--- src/verilog/mmu_rx_reg_pkg.sv ---
// widths, address map, enums and reset values shared by the receive MMU register block
`default_nettype none

package mmu_rx_reg_pkg;

    // ----------------------------------------------------------------------
    // widths
    // ----------------------------------------------------------------------
    localparam int ADDR_W  = 24;
    localparam int DATA_W  = 32;
    localparam int OFFS_W  = 7;
    localparam int ID_W    = 12;
    localparam int BANK_W  = 2;
    localparam int TIMER_W = 8;
    localparam int TMOUT_W = 16;

    // address fields: id 23:12, zero 11:9, bank 8:7, offset 6:0
    localparam int ID_LSB   = ADDR_W - ID_W;
    localparam int ZERO_MSB = ID_LSB - 1;
    localparam int BANK_LSB = OFFS_W;
    localparam int ZERO_LSB = BANK_LSB + BANK_W;

    // register counts per bank
    localparam int NUM_CNT = 7;
    localparam int NUM_ERR = 3;
    localparam int NUM_STS = 4;

    // ----------------------------------------------------------------------
    // types
    // ----------------------------------------------------------------------
    typedef logic [DATA_W-1:0] reg_word_t;
    typedef logic [ADDR_W-1:0] reg_addr_t;
    typedef logic [OFFS_W-1:0] reg_offs_t;

    typedef enum logic [BANK_W-1:0] {
        BANK_CFG = 2'd0,
        BANK_ERR = 2'd1,
        BANK_STS = 2'd2,
        BANK_CNT = 2'd3
    } reg_bank_e;

    // counter offsets inside the counter bank
    typedef enum logic [2:0] {
        EV_RXBD   = 3'd0,
        EV_RDCMD  = 3'd1,
        EV_RXPKT0 = 3'd2,
        EV_RXPKT1 = 3'd3,
        EV_RXPKT2 = 3'd4,
        EV_RXPKT3 = 3'd5,
        EV_TXPKT  = 3'd6
    } cnt_event_e;

    // config reset values
    localparam logic [TIMER_W-1:0] TIMER_1US_RST = 8'd200;
    localparam logic [TMOUT_W-1:0] TMOUT_US_RST  = 16'hFFFF;
    localparam reg_word_t          RX_CFG_RST    = 32'h8000_0012;

endpackage

`default_nettype wire
--- src/verilog/reg_bus_if.sv ---
// decoded CPU write path from the CPU port to the register banks
`timescale 1ns/100ps
`default_nettype none

interface reg_bus_if
    import mmu_rx_reg_pkg::*;
();

    reg_offs_t offs;
    reg_word_t wdata;
    reg_bank_e bank;
    // single-cycle strobe, high only on a block hit
    logic      wr;

    modport master (
        output offs,
        output wdata,
        output bank,
        output wr
    );

    // banks only watch the decoded access
    modport slave (
        input offs,
        input wdata,
        input bank,
        input wr
    );

endinterface

`default_nettype wire

--- src/verilog/mmu_rx_reg_top.sv ---
// top level of the receive MMU register block, connecting the CPU port to the four banks
`timescale 1ns/100ps
`default_nettype none

module mmu_rx_reg_top
    import mmu_rx_reg_pkg::*;
#(
    parameter logic [ID_W-1:0] BLOCK_ID = 12'h001
) (
    input  wire                     clk_sys,
    input  wire                     rst,
    // CPU access
    input  wire reg_addr_t          cpu_addr,
    input  wire reg_word_t          cpu_data_in,
    input  wire                     cpu_wr,
    input  wire                     cnt_reg_clr,
    output reg_word_t               cpu_data_out,
    // status words
    input  wire reg_word_t          rxbd_sta,
    input  wire reg_word_t          rxpkt_sta,
    input  wire reg_word_t          rxpkt_sta1,
    input  wire reg_word_t          eoc_tag_ff_stat,
    // error flags
    input  wire reg_word_t          rxbd_err,
    input  wire reg_word_t          rxpkt_err,
    input  wire logic [TMOUT_W-1:0] axi_tmout_err,
    // counter events
    input  wire logic [3:0]         rxpkt_en,
    input  wire                     txpkt_en,
    input  wire                     rxbd_en,
    input  wire                     rdcmd_en,
    // config outputs
    output reg_word_t               mmu_rx_cfg,
    output logic [TIMER_W-1:0]      timer_1us_cfg,
    output logic [TMOUT_W-1:0]      tmout_us_cfg
);

    reg_word_t          cfg_rdata;
    reg_word_t          err_rdata;
    reg_word_t          cnt_rdata;
    reg_word_t          sts_words [NUM_STS];
    logic [NUM_CNT-1:0] cnt_events;

    reg_bus_if bus ();

    assign sts_words[0] = rxbd_sta;
    assign sts_words[1] = rxpkt_sta;
    assign sts_words[2] = rxpkt_sta1;
    assign sts_words[3] = eoc_tag_ff_stat;

    // event bits in counter offset order
    assign cnt_events[EV_RXBD]   = rxbd_en;
    assign cnt_events[EV_RDCMD]  = rdcmd_en;
    assign cnt_events[EV_RXPKT0] = rxpkt_en[0];
    assign cnt_events[EV_RXPKT1] = rxpkt_en[1];
    assign cnt_events[EV_RXPKT2] = rxpkt_en[2];
    assign cnt_events[EV_RXPKT3] = rxpkt_en[3];
    assign cnt_events[EV_TXPKT]  = txpkt_en;

    mmu_rx_cpu_port #(
        .BLOCK_ID (BLOCK_ID)
    ) u_cpu_port (
        .clk_sys      (clk_sys),
        .rst          (rst),
        .cpu_addr     (cpu_addr),
        .cpu_data_in  (cpu_data_in),
        .cpu_wr       (cpu_wr),
        .bus          (bus.master),
        .cfg_rdata    (cfg_rdata),
        .err_rdata    (err_rdata),
        .cnt_rdata    (cnt_rdata),
        .sts_words    (sts_words),
        .cpu_data_out (cpu_data_out)
    );

    mmu_rx_cfg_bank u_cfg_bank (
        .clk_sys       (clk_sys),
        .rst           (rst),
        .bus           (bus.slave),
        .rdata         (cfg_rdata),
        .timer_1us_cfg (timer_1us_cfg),
        .tmout_us_cfg  (tmout_us_cfg),
        .mmu_rx_cfg    (mmu_rx_cfg)
    );

    mmu_rx_err_bank u_err_bank (
        .clk_sys       (clk_sys),
        .rst           (rst),
        .bus           (bus.slave),
        .rxbd_err      (rxbd_err),
        .rxpkt_err     (rxpkt_err),
        .axi_tmout_err (axi_tmout_err),
        .rdata         (err_rdata)
    );

    mmu_rx_cnt_bank u_cnt_bank (
        .clk_sys (clk_sys),
        .rst     (rst),
        .bus     (bus.slave),
        .cnt_clr (cnt_reg_clr),
        .events  (cnt_events),
        .rdata   (cnt_rdata)
    );

endmodule

`default_nettype wire

--- src/verilog/mmu_rx_cnt_bank.sv ---
// wrapping 32-bit event counters of the receive MMU with one shared clear
`timescale 1ns/100ps
`default_nettype none

module mmu_rx_cnt_bank
    import mmu_rx_reg_pkg::*;
(
    input  wire                     clk_sys,
    input  wire                     rst,
    reg_bus_if.slave                bus,
    input  wire                     cnt_clr,
    input  wire logic [NUM_CNT-1:0] events,
    output reg_word_t               rdata
);

    localparam int CNT_IDX_W = $clog2(NUM_CNT);

    reg_word_t cnt_q [NUM_CNT];

    // ----------------------------------------------------------------------
    // counters
    // ----------------------------------------------------------------------
    // one counter per event bit where a clear beats an increment
    for (genvar i = 0; i < NUM_CNT; i++) begin : g_cnt
        always_ff @(posedge clk_sys or posedge rst) begin
            if (rst) begin
                cnt_q[i] <= '0;
            end else if (cnt_clr) begin
                cnt_q[i] <= '0;
            end else if (events[i]) begin
                cnt_q[i] <= cnt_q[i] + 1'b1;
            end
        end
    end

    // ----------------------------------------------------------------------
    // read stage 1
    // ----------------------------------------------------------------------
    // the bank has no write path and looks only at the offset
    always_ff @(posedge clk_sys or posedge rst) begin
        if (rst) begin
            rdata <= '0;
        end else if (bus.offs < NUM_CNT) begin
            rdata <= cnt_q[bus.offs[CNT_IDX_W-1:0]];
        end else begin
            rdata <= '0;
        end
    end

    // whichever counter is read, it has seen at most one increment since the clear
    a_clr_zero : assert property (
        @(posedge clk_sys) disable iff (rst)
        $past(cnt_clr, 3) |-> (rdata <= reg_word_t'(1))
    );

endmodule

`default_nettype wire

--- src/verilog/mmu_rx_err_bank.sv ---
// sticky error registers, set by hardware flags and cleared by writing one over the bus
`timescale 1ns/100ps
`default_nettype none

module mmu_rx_err_bank
    import mmu_rx_reg_pkg::*;
(
    input  wire                      clk_sys,
    input  wire                      rst,
    reg_bus_if.slave                 bus,
    input  wire reg_word_t           rxbd_err,
    input  wire reg_word_t           rxpkt_err,
    input  wire logic [TMOUT_W-1:0]  axi_tmout_err,
    output reg_word_t                rdata
);

    localparam int ERR_IDX_W = $clog2(NUM_ERR);

    reg_word_t err_flag [NUM_ERR];
    reg_word_t err_q    [NUM_ERR];

    // flags in offset order with the timeout flags zero-extended
    assign err_flag[0] = rxbd_err;
    assign err_flag[1] = rxpkt_err;
    assign err_flag[2] = reg_word_t'(axi_tmout_err);

    // ----------------------------------------------------------------------
    // sticky bits
    // ----------------------------------------------------------------------
    for (genvar i = 0; i < NUM_ERR; i++) begin : g_err
        reg_word_t clr_mask;

        assign clr_mask = (bus.wr && (bus.bank == BANK_ERR) && (bus.offs == reg_offs_t'(i))) ?
                          bus.wdata : '0;

        // set wins over a clear in the same cycle
        always_ff @(posedge clk_sys or posedge rst) begin
            if (rst) begin
                err_q[i] <= '0;
            end else begin
                err_q[i] <= (err_q[i] & ~clr_mask) | err_flag[i];
            end
        end

        // a flag shows up in the read word once its register is addressed
        a_flag_sets : assert property (
            @(posedge clk_sys) disable iff (rst)
            (($past(err_flag[i]) != '0) && (bus.offs == reg_offs_t'(i)))
                |=> ((rdata & $past(err_flag[i], 2)) == $past(err_flag[i], 2))
        );
    end

    // ----------------------------------------------------------------------
    // read stage 1
    // ----------------------------------------------------------------------
    always_ff @(posedge clk_sys or posedge rst) begin
        if (rst) begin
            rdata <= '0;
        end else if (bus.offs < NUM_ERR) begin
            rdata <= err_q[bus.offs[ERR_IDX_W-1:0]];
        end else begin
            rdata <= '0;
        end
    end

endmodule

`default_nettype wire

--- src/verilog/mmu_rx_cfg_bank.sv ---
// read-write configuration registers of the receive MMU, written over the register bus
`timescale 1ns/100ps
`default_nettype none

module mmu_rx_cfg_bank
    import mmu_rx_reg_pkg::*;
(
    input  wire                clk_sys,
    input  wire                rst,
    reg_bus_if.slave           bus,
    output reg_word_t          rdata,
    output logic [TIMER_W-1:0] timer_1us_cfg,
    output logic [TMOUT_W-1:0] tmout_us_cfg,
    output reg_word_t          mmu_rx_cfg
);

    localparam reg_offs_t OFFS_TIMER = 7'd0;
    localparam reg_offs_t OFFS_TMOUT = 7'd1;
    localparam reg_offs_t OFFS_RXCFG = 7'd2;

    logic cfg_wr;

    assign cfg_wr = bus.wr && (bus.bank == BANK_CFG);

    // ----------------------------------------------------------------------
    // registers
    // ----------------------------------------------------------------------
    // each register keeps only its own width of the write data
    always_ff @(posedge clk_sys or posedge rst) begin
        if (rst) begin
            timer_1us_cfg <= TIMER_1US_RST;
            tmout_us_cfg  <= TMOUT_US_RST;
            mmu_rx_cfg    <= RX_CFG_RST;
        end else if (cfg_wr) begin
            case (bus.offs)
                OFFS_TIMER: timer_1us_cfg <= bus.wdata[TIMER_W-1:0];
                OFFS_TMOUT: tmout_us_cfg  <= bus.wdata[TMOUT_W-1:0];
                OFFS_RXCFG: mmu_rx_cfg    <= bus.wdata;
                default: ;
            endcase
        end
    end

    // ----------------------------------------------------------------------
    // read stage 1
    // ----------------------------------------------------------------------
    always_ff @(posedge clk_sys or posedge rst) begin
        if (rst) begin
            rdata <= '0;
        end else begin
            case (bus.offs)
                OFFS_TIMER: rdata <= reg_word_t'(timer_1us_cfg);
                OFFS_TMOUT: rdata <= reg_word_t'(tmout_us_cfg);
                OFFS_RXCFG: rdata <= mmu_rx_cfg;
                default:    rdata <= '0;
            endcase
        end
    end

    a_cfg_known : assert property (
        @(posedge clk_sys) disable iff (rst)
        !$isunknown({timer_1us_cfg, tmout_us_cfg, mmu_rx_cfg})
    );

endmodule

`default_nettype wire

--- src/verilog/mmu_rx_cpu_port.sv ---
// CPU side of the register block: address decode, bus drive, status select and read mux
`timescale 1ns/100ps
`default_nettype none

module mmu_rx_cpu_port
    import mmu_rx_reg_pkg::*;
#(
    parameter logic [ID_W-1:0] BLOCK_ID = 12'h001
) (
    input  wire            clk_sys,
    input  wire            rst,
    input  wire reg_addr_t cpu_addr,
    input  wire reg_word_t cpu_data_in,
    input  wire            cpu_wr,
    reg_bus_if.master      bus,
    input  wire reg_word_t cfg_rdata,
    input  wire reg_word_t err_rdata,
    input  wire reg_word_t cnt_rdata,
    input  wire reg_word_t sts_words [NUM_STS],
    output reg_word_t      cpu_data_out
);

    localparam int STS_IDX_W = $clog2(NUM_STS);

    logic      hit;
    reg_bank_e bank;
    reg_offs_t offs;
    reg_word_t sts_rdata;
    reg_bank_e bank_q;
    logic      hit_q;

    // ----------------------------------------------------------------------
    // decode
    // ----------------------------------------------------------------------
    // id field must match and the reserved bits must be clear
    assign hit  = (cpu_addr[ADDR_W-1:ID_LSB] == BLOCK_ID) &&
                  (cpu_addr[ZERO_MSB:ZERO_LSB] == '0);
    assign bank = reg_bank_e'(cpu_addr[ZERO_LSB-1:BANK_LSB]);
    assign offs = cpu_addr[OFFS_W-1:0];

    assign bus.offs  = offs;
    assign bus.bank  = bank;
    assign bus.wdata = cpu_data_in;
    assign bus.wr    = cpu_wr & hit;

    // ----------------------------------------------------------------------
    // read stage 1, status words
    // ----------------------------------------------------------------------
    always_ff @(posedge clk_sys or posedge rst) begin
        if (rst) begin
            sts_rdata <= '0;
        end else if (offs < NUM_STS) begin
            sts_rdata <= sts_words[offs[STS_IDX_W-1:0]];
        end else begin
            sts_rdata <= '0;
        end
    end

    // ----------------------------------------------------------------------
    // read stage 2, bank mux
    // ----------------------------------------------------------------------
    // bank and hit are registered alongside the stage-1 words
    always_ff @(posedge clk_sys or posedge rst) begin
        if (rst) begin
            bank_q       <= BANK_CFG;
            hit_q        <= 1'b0;
            cpu_data_out <= '0;
        end else begin
            bank_q <= bank;
            hit_q  <= hit;
            if (!hit_q) begin
                cpu_data_out <= '0;
            end else begin
                case (bank_q)
                    BANK_CFG: cpu_data_out <= cfg_rdata;
                    BANK_ERR: cpu_data_out <= err_rdata;
                    BANK_STS: cpu_data_out <= sts_rdata;
                    BANK_CNT: cpu_data_out <= cnt_rdata;
                    default:  cpu_data_out <= '0;
                endcase
            end
        end
    end

    // a write needs a fully known address
    a_wr_addr_known : assert property (
        @(posedge clk_sys) disable iff (rst)
        cpu_wr |-> !$isunknown(cpu_addr)
    );

endmodule

`default_nettype wire

--- config.mk ---
export PLATFORM = sky130hd
export DESIGN_NAME = mmu_rx_reg_top
export DESIGN_NICKNAME = d
export VERILOG_FILES = /design/src/verilog/mmu_rx_reg_pkg.sv /design/src/verilog/reg_bus_if.sv /design/src/verilog/mmu_rx_reg_top.sv /design/src/verilog/mmu_rx_cnt_bank.sv /design/src/verilog/mmu_rx_err_bank.sv /design/src/verilog/mmu_rx_cfg_bank.sv /design/src/verilog/mmu_rx_cpu_port.sv
export SDC_FILE = /design/constraint.sdc
export NUM_CORES = 1
export LEC_CHECK = 0
export BUFFER_PORTS_ARGS = -buffer_cell sky130_fd_sc_hd__buf_2
export CELL_PAD_IN_SITES_DETAIL_PLACEMENT = 1
export CELL_PAD_IN_SITES_GLOBAL_PLACEMENT = 1
export CORE_UTILIZATION = 30
export DETAILED_ROUTE_END_ITERATION = 10
export GPL_ROUTABILITY_DRIVEN = 0
export PLACE_DENSITY_LB_ADDON = 0.1
export RECOVER_POWER = 50
export SLEW_MARGIN = 20
export SYNTH_ARGS = -nofsm -noshare
export SYNTH_HDL_FRONTEND = slang
export SYNTH_HIERARCHICAL = 1
export SYNTH_SLANG_ARGS = --single-unit
--- constraint.sdc ---
create_clock -name clk_sys -period 27.5 [get_ports clk_sys]
set_clock_uncertainty 0.05 [all_clocks]
set_input_delay 5.5 -clock clk_sys [delete_from_list [all_inputs] [get_ports clk_sys]]
set_output_delay 5.5 -clock clk_sys [all_outputs]
set_load 0.01 [all_outputs]
Word-level counts from Yosys, hierarchy flattened
Index checks and enable logic that the tools add are counted.
- bitwise logic cells: 12
- equality and inequality tests: 7
- reductions and logical operators: 20
- muxes and demuxes: 32
- $lt $le $gt $ge: 5
- $add $sub $neg: 7
- operator list (operator ; number):
    2-to-1 mux 32 bit ; 27
    adder 32 x 1 -> 32 bit, second input constant ; 7
    binary-select mux 32 bit (select 2 bit) ; 2
    case mux 32 bit (4 select lines) ; 1
    bitwise AND 32 bit ; 3
    binary-select mux 32 bit (select 3 bit) ; 1
    NOT 32 bit ; 3
    case mux 32 bit (3 select lines) ; 1
    OR 32 bit ; 2
    OR 32 x 16 -> 32 bit ; 1
    < comparator 7 x 3 -> 1 bit, second input constant ; 2
    nonzero test 2 bit ; 7
    equality test 12 x 1 -> 1 bit, second input constant ; 1
    equality test 7 x 1 -> 1 bit, second input constant ; 1
    equality test 7 x 2 -> 1 bit, second input constant ; 1
    zero test 7 bit ; 1
    < comparator 7 x 2 -> 1 bit, second input constant ; 1
    logical AND 1 bit ; 6
    AND reduction 2 bit ; 3
    equality test 2 x 1 -> 1 bit, second input constant ; 2
    equality test 2 bit, second input constant ; 2
    greater-or-equal comparator 4 bit, second input constant ; 1
    zero test 2 bit ; 2
    NOT 3 -> 4 bit ; 1
    other kinds (4) ; 4
- output and inout bits: 88
- register bits after elaboration: 539
- bits of input ports: 275
- logic and storage cells: 103

Longest topological paths before layout
- depth after elaboration: 9
- mapped depth: 9
- gate-level depth less buffers: 6

Hierarchy
Netlist, hierarchy kept.
- modules (own cells, without submodules) (module ; seq. area each (um2) ; times used ; area each (um2) ; cells an instance):
    mmu_rx_cnt_bank ; 6406.1 ; 1 ; 13914.6 ; 1396
    mmu_rx_err_bank ; 3203.1 ; 1 ; 5696.7 ; 555
    mmu_rx_cpu_port ; 1676.6 ; 1 ; 4067.7 ; 268
    mmu_rx_cfg_bank ; 2229.6 ; 1 ; 3490.8 ; 227

Worst setup path before layout
OpenSTA, ideal clock, no wires.
- path kind: input port to flip-flop
- start point: input port cpu_addr[13]
- end point: register u_cfg_bank.mmu_rx_cfg[19]
- cell stages on the path: 7
- arrival time: 7113 ps
- setup time: 125 ps
- slack: 20212 ps
- data required time: 27325 ps
- cell sequence: nor4b_1 > and4_1 > and2_1 > nor3b_2 > nand4_4 > buf_6 > mux2_4
- word-level cells in the longest chain between the ends: 5
- RTL lines (item ; line ; text):
    start: declaration ; mmu_rx_reg_top.sv:13 ; input wire reg_addr_t cpu_addr,
    equality test 12 x 1 -> 1 bit ; mmu_rx_cpu_port.sv:36 ; assign hit = (cpu_addr[ADDR_W-1:ID_LSB] == BLOCK_ID) &&
    logical AND 1 bit ; mmu_rx_cpu_port.sv:36 ;
    net u_cpu_port.hit ; mmu_rx_cpu_port.sv:25 ; logic hit;
    bitwise AND 1 bit ; mmu_rx_cpu_port.sv:44 ; assign bus.wr = cpu_wr & hit;
    net bus.wr ; reg_bus_if.sv:13 ; logic wr;
    logical AND 1 bit ; mmu_rx_cfg_bank.sv:23 ; assign cfg_wr = bus.wr && (bus.bank == BANK_CFG);
    AND reduction 2 bit (no line) ; n/a ;
    end signal: assignment ; mmu_rx_cfg_bank.sv:38 ; OFFS_RXCFG: mmu_rx_cfg <= bus.wdata;
    end: declaration ; mmu_rx_cfg_bank.sv:14 ; output reg_word_t mmu_rx_cfg
The timed path passes the listed nets, and every way through them passes these cells.
A chain may end at the register's enable or synchronous reset.

Worst setup path after layout
- start point: input port cnt_reg_clr
- end point: register u_cnt_bank/cnt_q[65] in the netlist's numbering
- word-level cells in the longest chain between the ends: 1
- elaborated cells between the ends (all ways): 2
- those cells by class: mux: 1; reduce/logical: 1
- RTL lines (item ; line ; text):
    start: declaration ; mmu_rx_reg_top.sv:16 ; input wire cnt_reg_clr,
    2-to-1 mux 32 bit or nonzero test 2 bit (tied branches) ; n/a ;
    end signal: indexed assignment ; mmu_rx_cnt_bank.sv:31 ; cnt_q[i] <= cnt_q[i] + 1'b1;
    end: declaration ; mmu_rx_cnt_bank.sv:18 ; reg_word_t cnt_q [NUM_CNT];
Parallel ways exist; a longest one is shown, timed or not.

==> flow_summary_export.csv <==
group,metric,value,unit
grt,grt_pass1_wl,141,mm
floorplanning,die_h,303,um
final_layout,fin_util,0.354,
critical_path,cp_slowest_cell,"clkbuf_1",
grt,grt_overflow,0,
place,dp_hpwl,68.1,mm
power_and_ir_drop,p_per_area,56.6,nW/um2
critical_path,cp_slowest_stage_delay,3.20,ns
drt,vias_per_cell,5.05,
drt,drt_wl_total,94.5,mm
yosys,yosys_warnings,6,
yosys,synth_flop_cell,"dfrtp_1",
grt,gr-usage-all-layers,0.205,
final_layout,nets,3006,
timing,fin_crit_sh,0.419,
critical_path,crit_fanout,98,
clocking,cts.sinks,539,
floorplanning,start_util,0.302,
clocking,worstSkewPairLatency,0.59,ns
critical_path,cp_common_cell,"clkbuf_1",
power_and_ir_drop,ir_worst_vdd,0.0356,mV
clocking,cts_max_level,3,
yosys,yosysUniqueCellTypes,54,
yosys,synthCells,2446,
power_and_ir_drop,power.leakage,13.9,nW
grt,grt_max_degree,114,
yosys,synth-seq-cells,539,
drt,post-route-drc-count,0,
clocking,clockBufferDepth,3,
critical_path,crit_arrival,11.91,ns
final_layout,layout_commonest_cell,"dfrtp_1",
clocking,post_cts_buffers,0,
grt,antenna_found_initial,12,
critical_path,cp-end-kind,"register",
yosys,synth-edff-count,0,
floorplanning,ios,363,
yosys,syn-mean-instance-area,11.1,um2
final_layout,design_area,31800,um2
clocking,cts_tree,"built",
yosys,async_flop_share,1.00,
timing,min_period,11.53,ns
drt,first_pass_iters,4,
job,drv_cap,9,
timing,fmaxAchievable,86.7,MHz
worst_hold_path,hold_class,"register to register",
timing,setup_viol,0,
timing,slew_headroom,-2.64,
critical_path,cp.required,27.88,ns
clocking,post_cts_resized,0,
floorplanning,fp.dieArea,91800,um2
clocking,hold_buffers,0,
yosys,seq_area_frac_synth,0.497,
timing,finalHoldViolCount,0,
yosys,syn_nets,2728,
clocking,cts_root_buf,"clkbuf_16",
final_layout,final_cell_mix,"dfrtp_1, nor2_1, buf_2",
critical_path,cp-start-kind,"input port",
yosys,yosys.area.top_type,"dfrtp_1",
power_and_ir_drop,power.total,1.80,mW
timing,rsz0062_at_grt,"false",
clocking,numCtsBuffers,68,
clocking,clkTransAtPathRegs,0.06,ns
floorplanning,core_area,89900,um2
yosys,synth_area_leaders,"dfrtp_1, mux4_2, nor2_1",
drt,vias,20000,
final_layout,drive_gt1_frac,0.258,
timing,fin_tns_setup,0,ns
floorplanning,row_count,110,
yosys,synthDominantCellAreaShare,0.476,
status,failed_checks,"capacitance limit, slew limit",
drt,wl_per_cell,23.9,um
grt,grt_pass1_vias,21100,
final_layout,areaGrowthSynthToFinish,17.0,%
drt,drtAntennaViolNets,0,
critical_path,crit_path_cell_trace,"clkbuf_1 -> clkbuf_1 -> buf_4 -> nor2_1",
place,placed_area,29700,um2
floorplanning,die_w,303,um
final_layout,final-seq-area,13500,um2
critical_path,critical_path_class,"input port to register",
timing,slew_violations,594,
final_layout,multi_input_area,12400,um2
place,io_buffers,362,
status,outcome,"finished, violations left",
yosys,synth_area,27200,um2
final_layout,final.fill_count,9922,
drt,drt_iter0_markers,1007,
timing,tightest_slew,5.43,ns
[layer usage]
layer	track usage	wire length, um
met1	0.290	44200
met2	0.317	43600
met3	0.0304	3680
met4	0.0754	3060
met5	0	16
[cells by family (layout without fill, tap and decap cells)]
| group | count (synthesis) | after routing | synth area share |
|---|---|---|---|
| fa+ha+maj | 7 | 7 | 0.00322 |
| other cells | 0 | 6 | 0 |
| mux | 262 | 262 | 0.145 |
| xor+xnor | 201 | 201 | 0.0648 |
| flops | 539 | 539 | 0.497 |
| simple gates | 994 | 994 | 0.197 |
| compound gates | 208 | 208 | 0.0470 |
| buf+inv | 235 | 564 | 0.0459 |
[report_power, final]
group	internal (mW)	leakage, nW	total, mW	switching, mW
Combinational	0.0401	5.82	0.112	0.0714
Sequential	0.797	7.01	0.801	0.00417
Clock	0.526	1.07	0.886	0.360
[Yosys cell counts, drive strengths merged, types with 32 or more instances]
master and n:
dfrtp 517, nor2 357, nand2 137, xor2 124, mux2i 110, buf 102
a21oi 100, mux4 96, nand4 81, nand3 78, clkbuf 77, xnor2 77
and2 61, and3 60, inv 56, mux2 56, nor3b 52, o21ai 47
nor3 37, or2 37, nor4 33, a41oi 32
[cell type report]
type,count,share of cell area
timing repair buffer,387,0.0613
clock buffer,105,0.0620
antenna,6,0.000472
sequential,539,0.425
inverter,56,0.00673
tap,1176,0.0463
multi-input combinational,1672,0.391
clock inverter,16,0.00712
[state kept, by name (all words and copies together), names as in the netlist]
signal and count:
u_cpu_port/bank_q 2, u_cfg_bank/tmout_us_cfg 16, u_cfg_bank/mmu_rx_cfg 32, u_cpu_port/sts_rdata 32, u_cnt_bank/rdata 32, u_cnt_bank/cnt_q 224, u_err_bank/rdata 32, u_err_bank/err_q 96
u_cpu_port/cpu_data_out 32, u_cpu_port/hit_q 1, u_cfg_bank/rdata 32, u_cfg_bank/timer_1us_cfg 8
[final timing paths]
path	startpoint	end	slack [ns]	cells past startpoint
max in group asynchronous	rst	u_err_bank/err_q[67]$_DFF_PP0_	17.15	3
max	cnt_reg_clr	u_cnt_bank/cnt_q[65]$_DFFE_PP0P_	15.97	4
min reg2reg	u_err_bank/err_q[24]$_DFF_PP0_	u_err_bank/err_q[24]$_DFF_PP0_	0.47	1
max reg2reg	u_cpu_port/bank_q[0]$_DFF_PP0_	u_cpu_port/cpu_data_out[29]$_DFF_PP0_	24.11	3
min in group asynchronous	rst	u_cfg_bank/rdata[22]$_DFF_PP0_	5.59	2
min	u_err_bank/err_q[24]$_DFF_PP0_	u_err_bank/err_q[24]$_DFF_PP0_	0.47	1
[worst max-delay path, delay by kind of cell]
family        cells  cell delay, ns
buf+inv           3            6.16
simple gates      1            0.12
[stage by stage]
step,std cells,setup WS [ns],hold slack (ns)
after detailed placement,3830,18.74,0.453
after global placement,3830,18.79,0.450
final,3957,15.97,0.472
after CTS,3951,19.33,0.472
after global routing,3953,15.17,0.486
after floorplan,2446,14.91,0.434
Note: power is estimated with default switching activity, not from simulation.
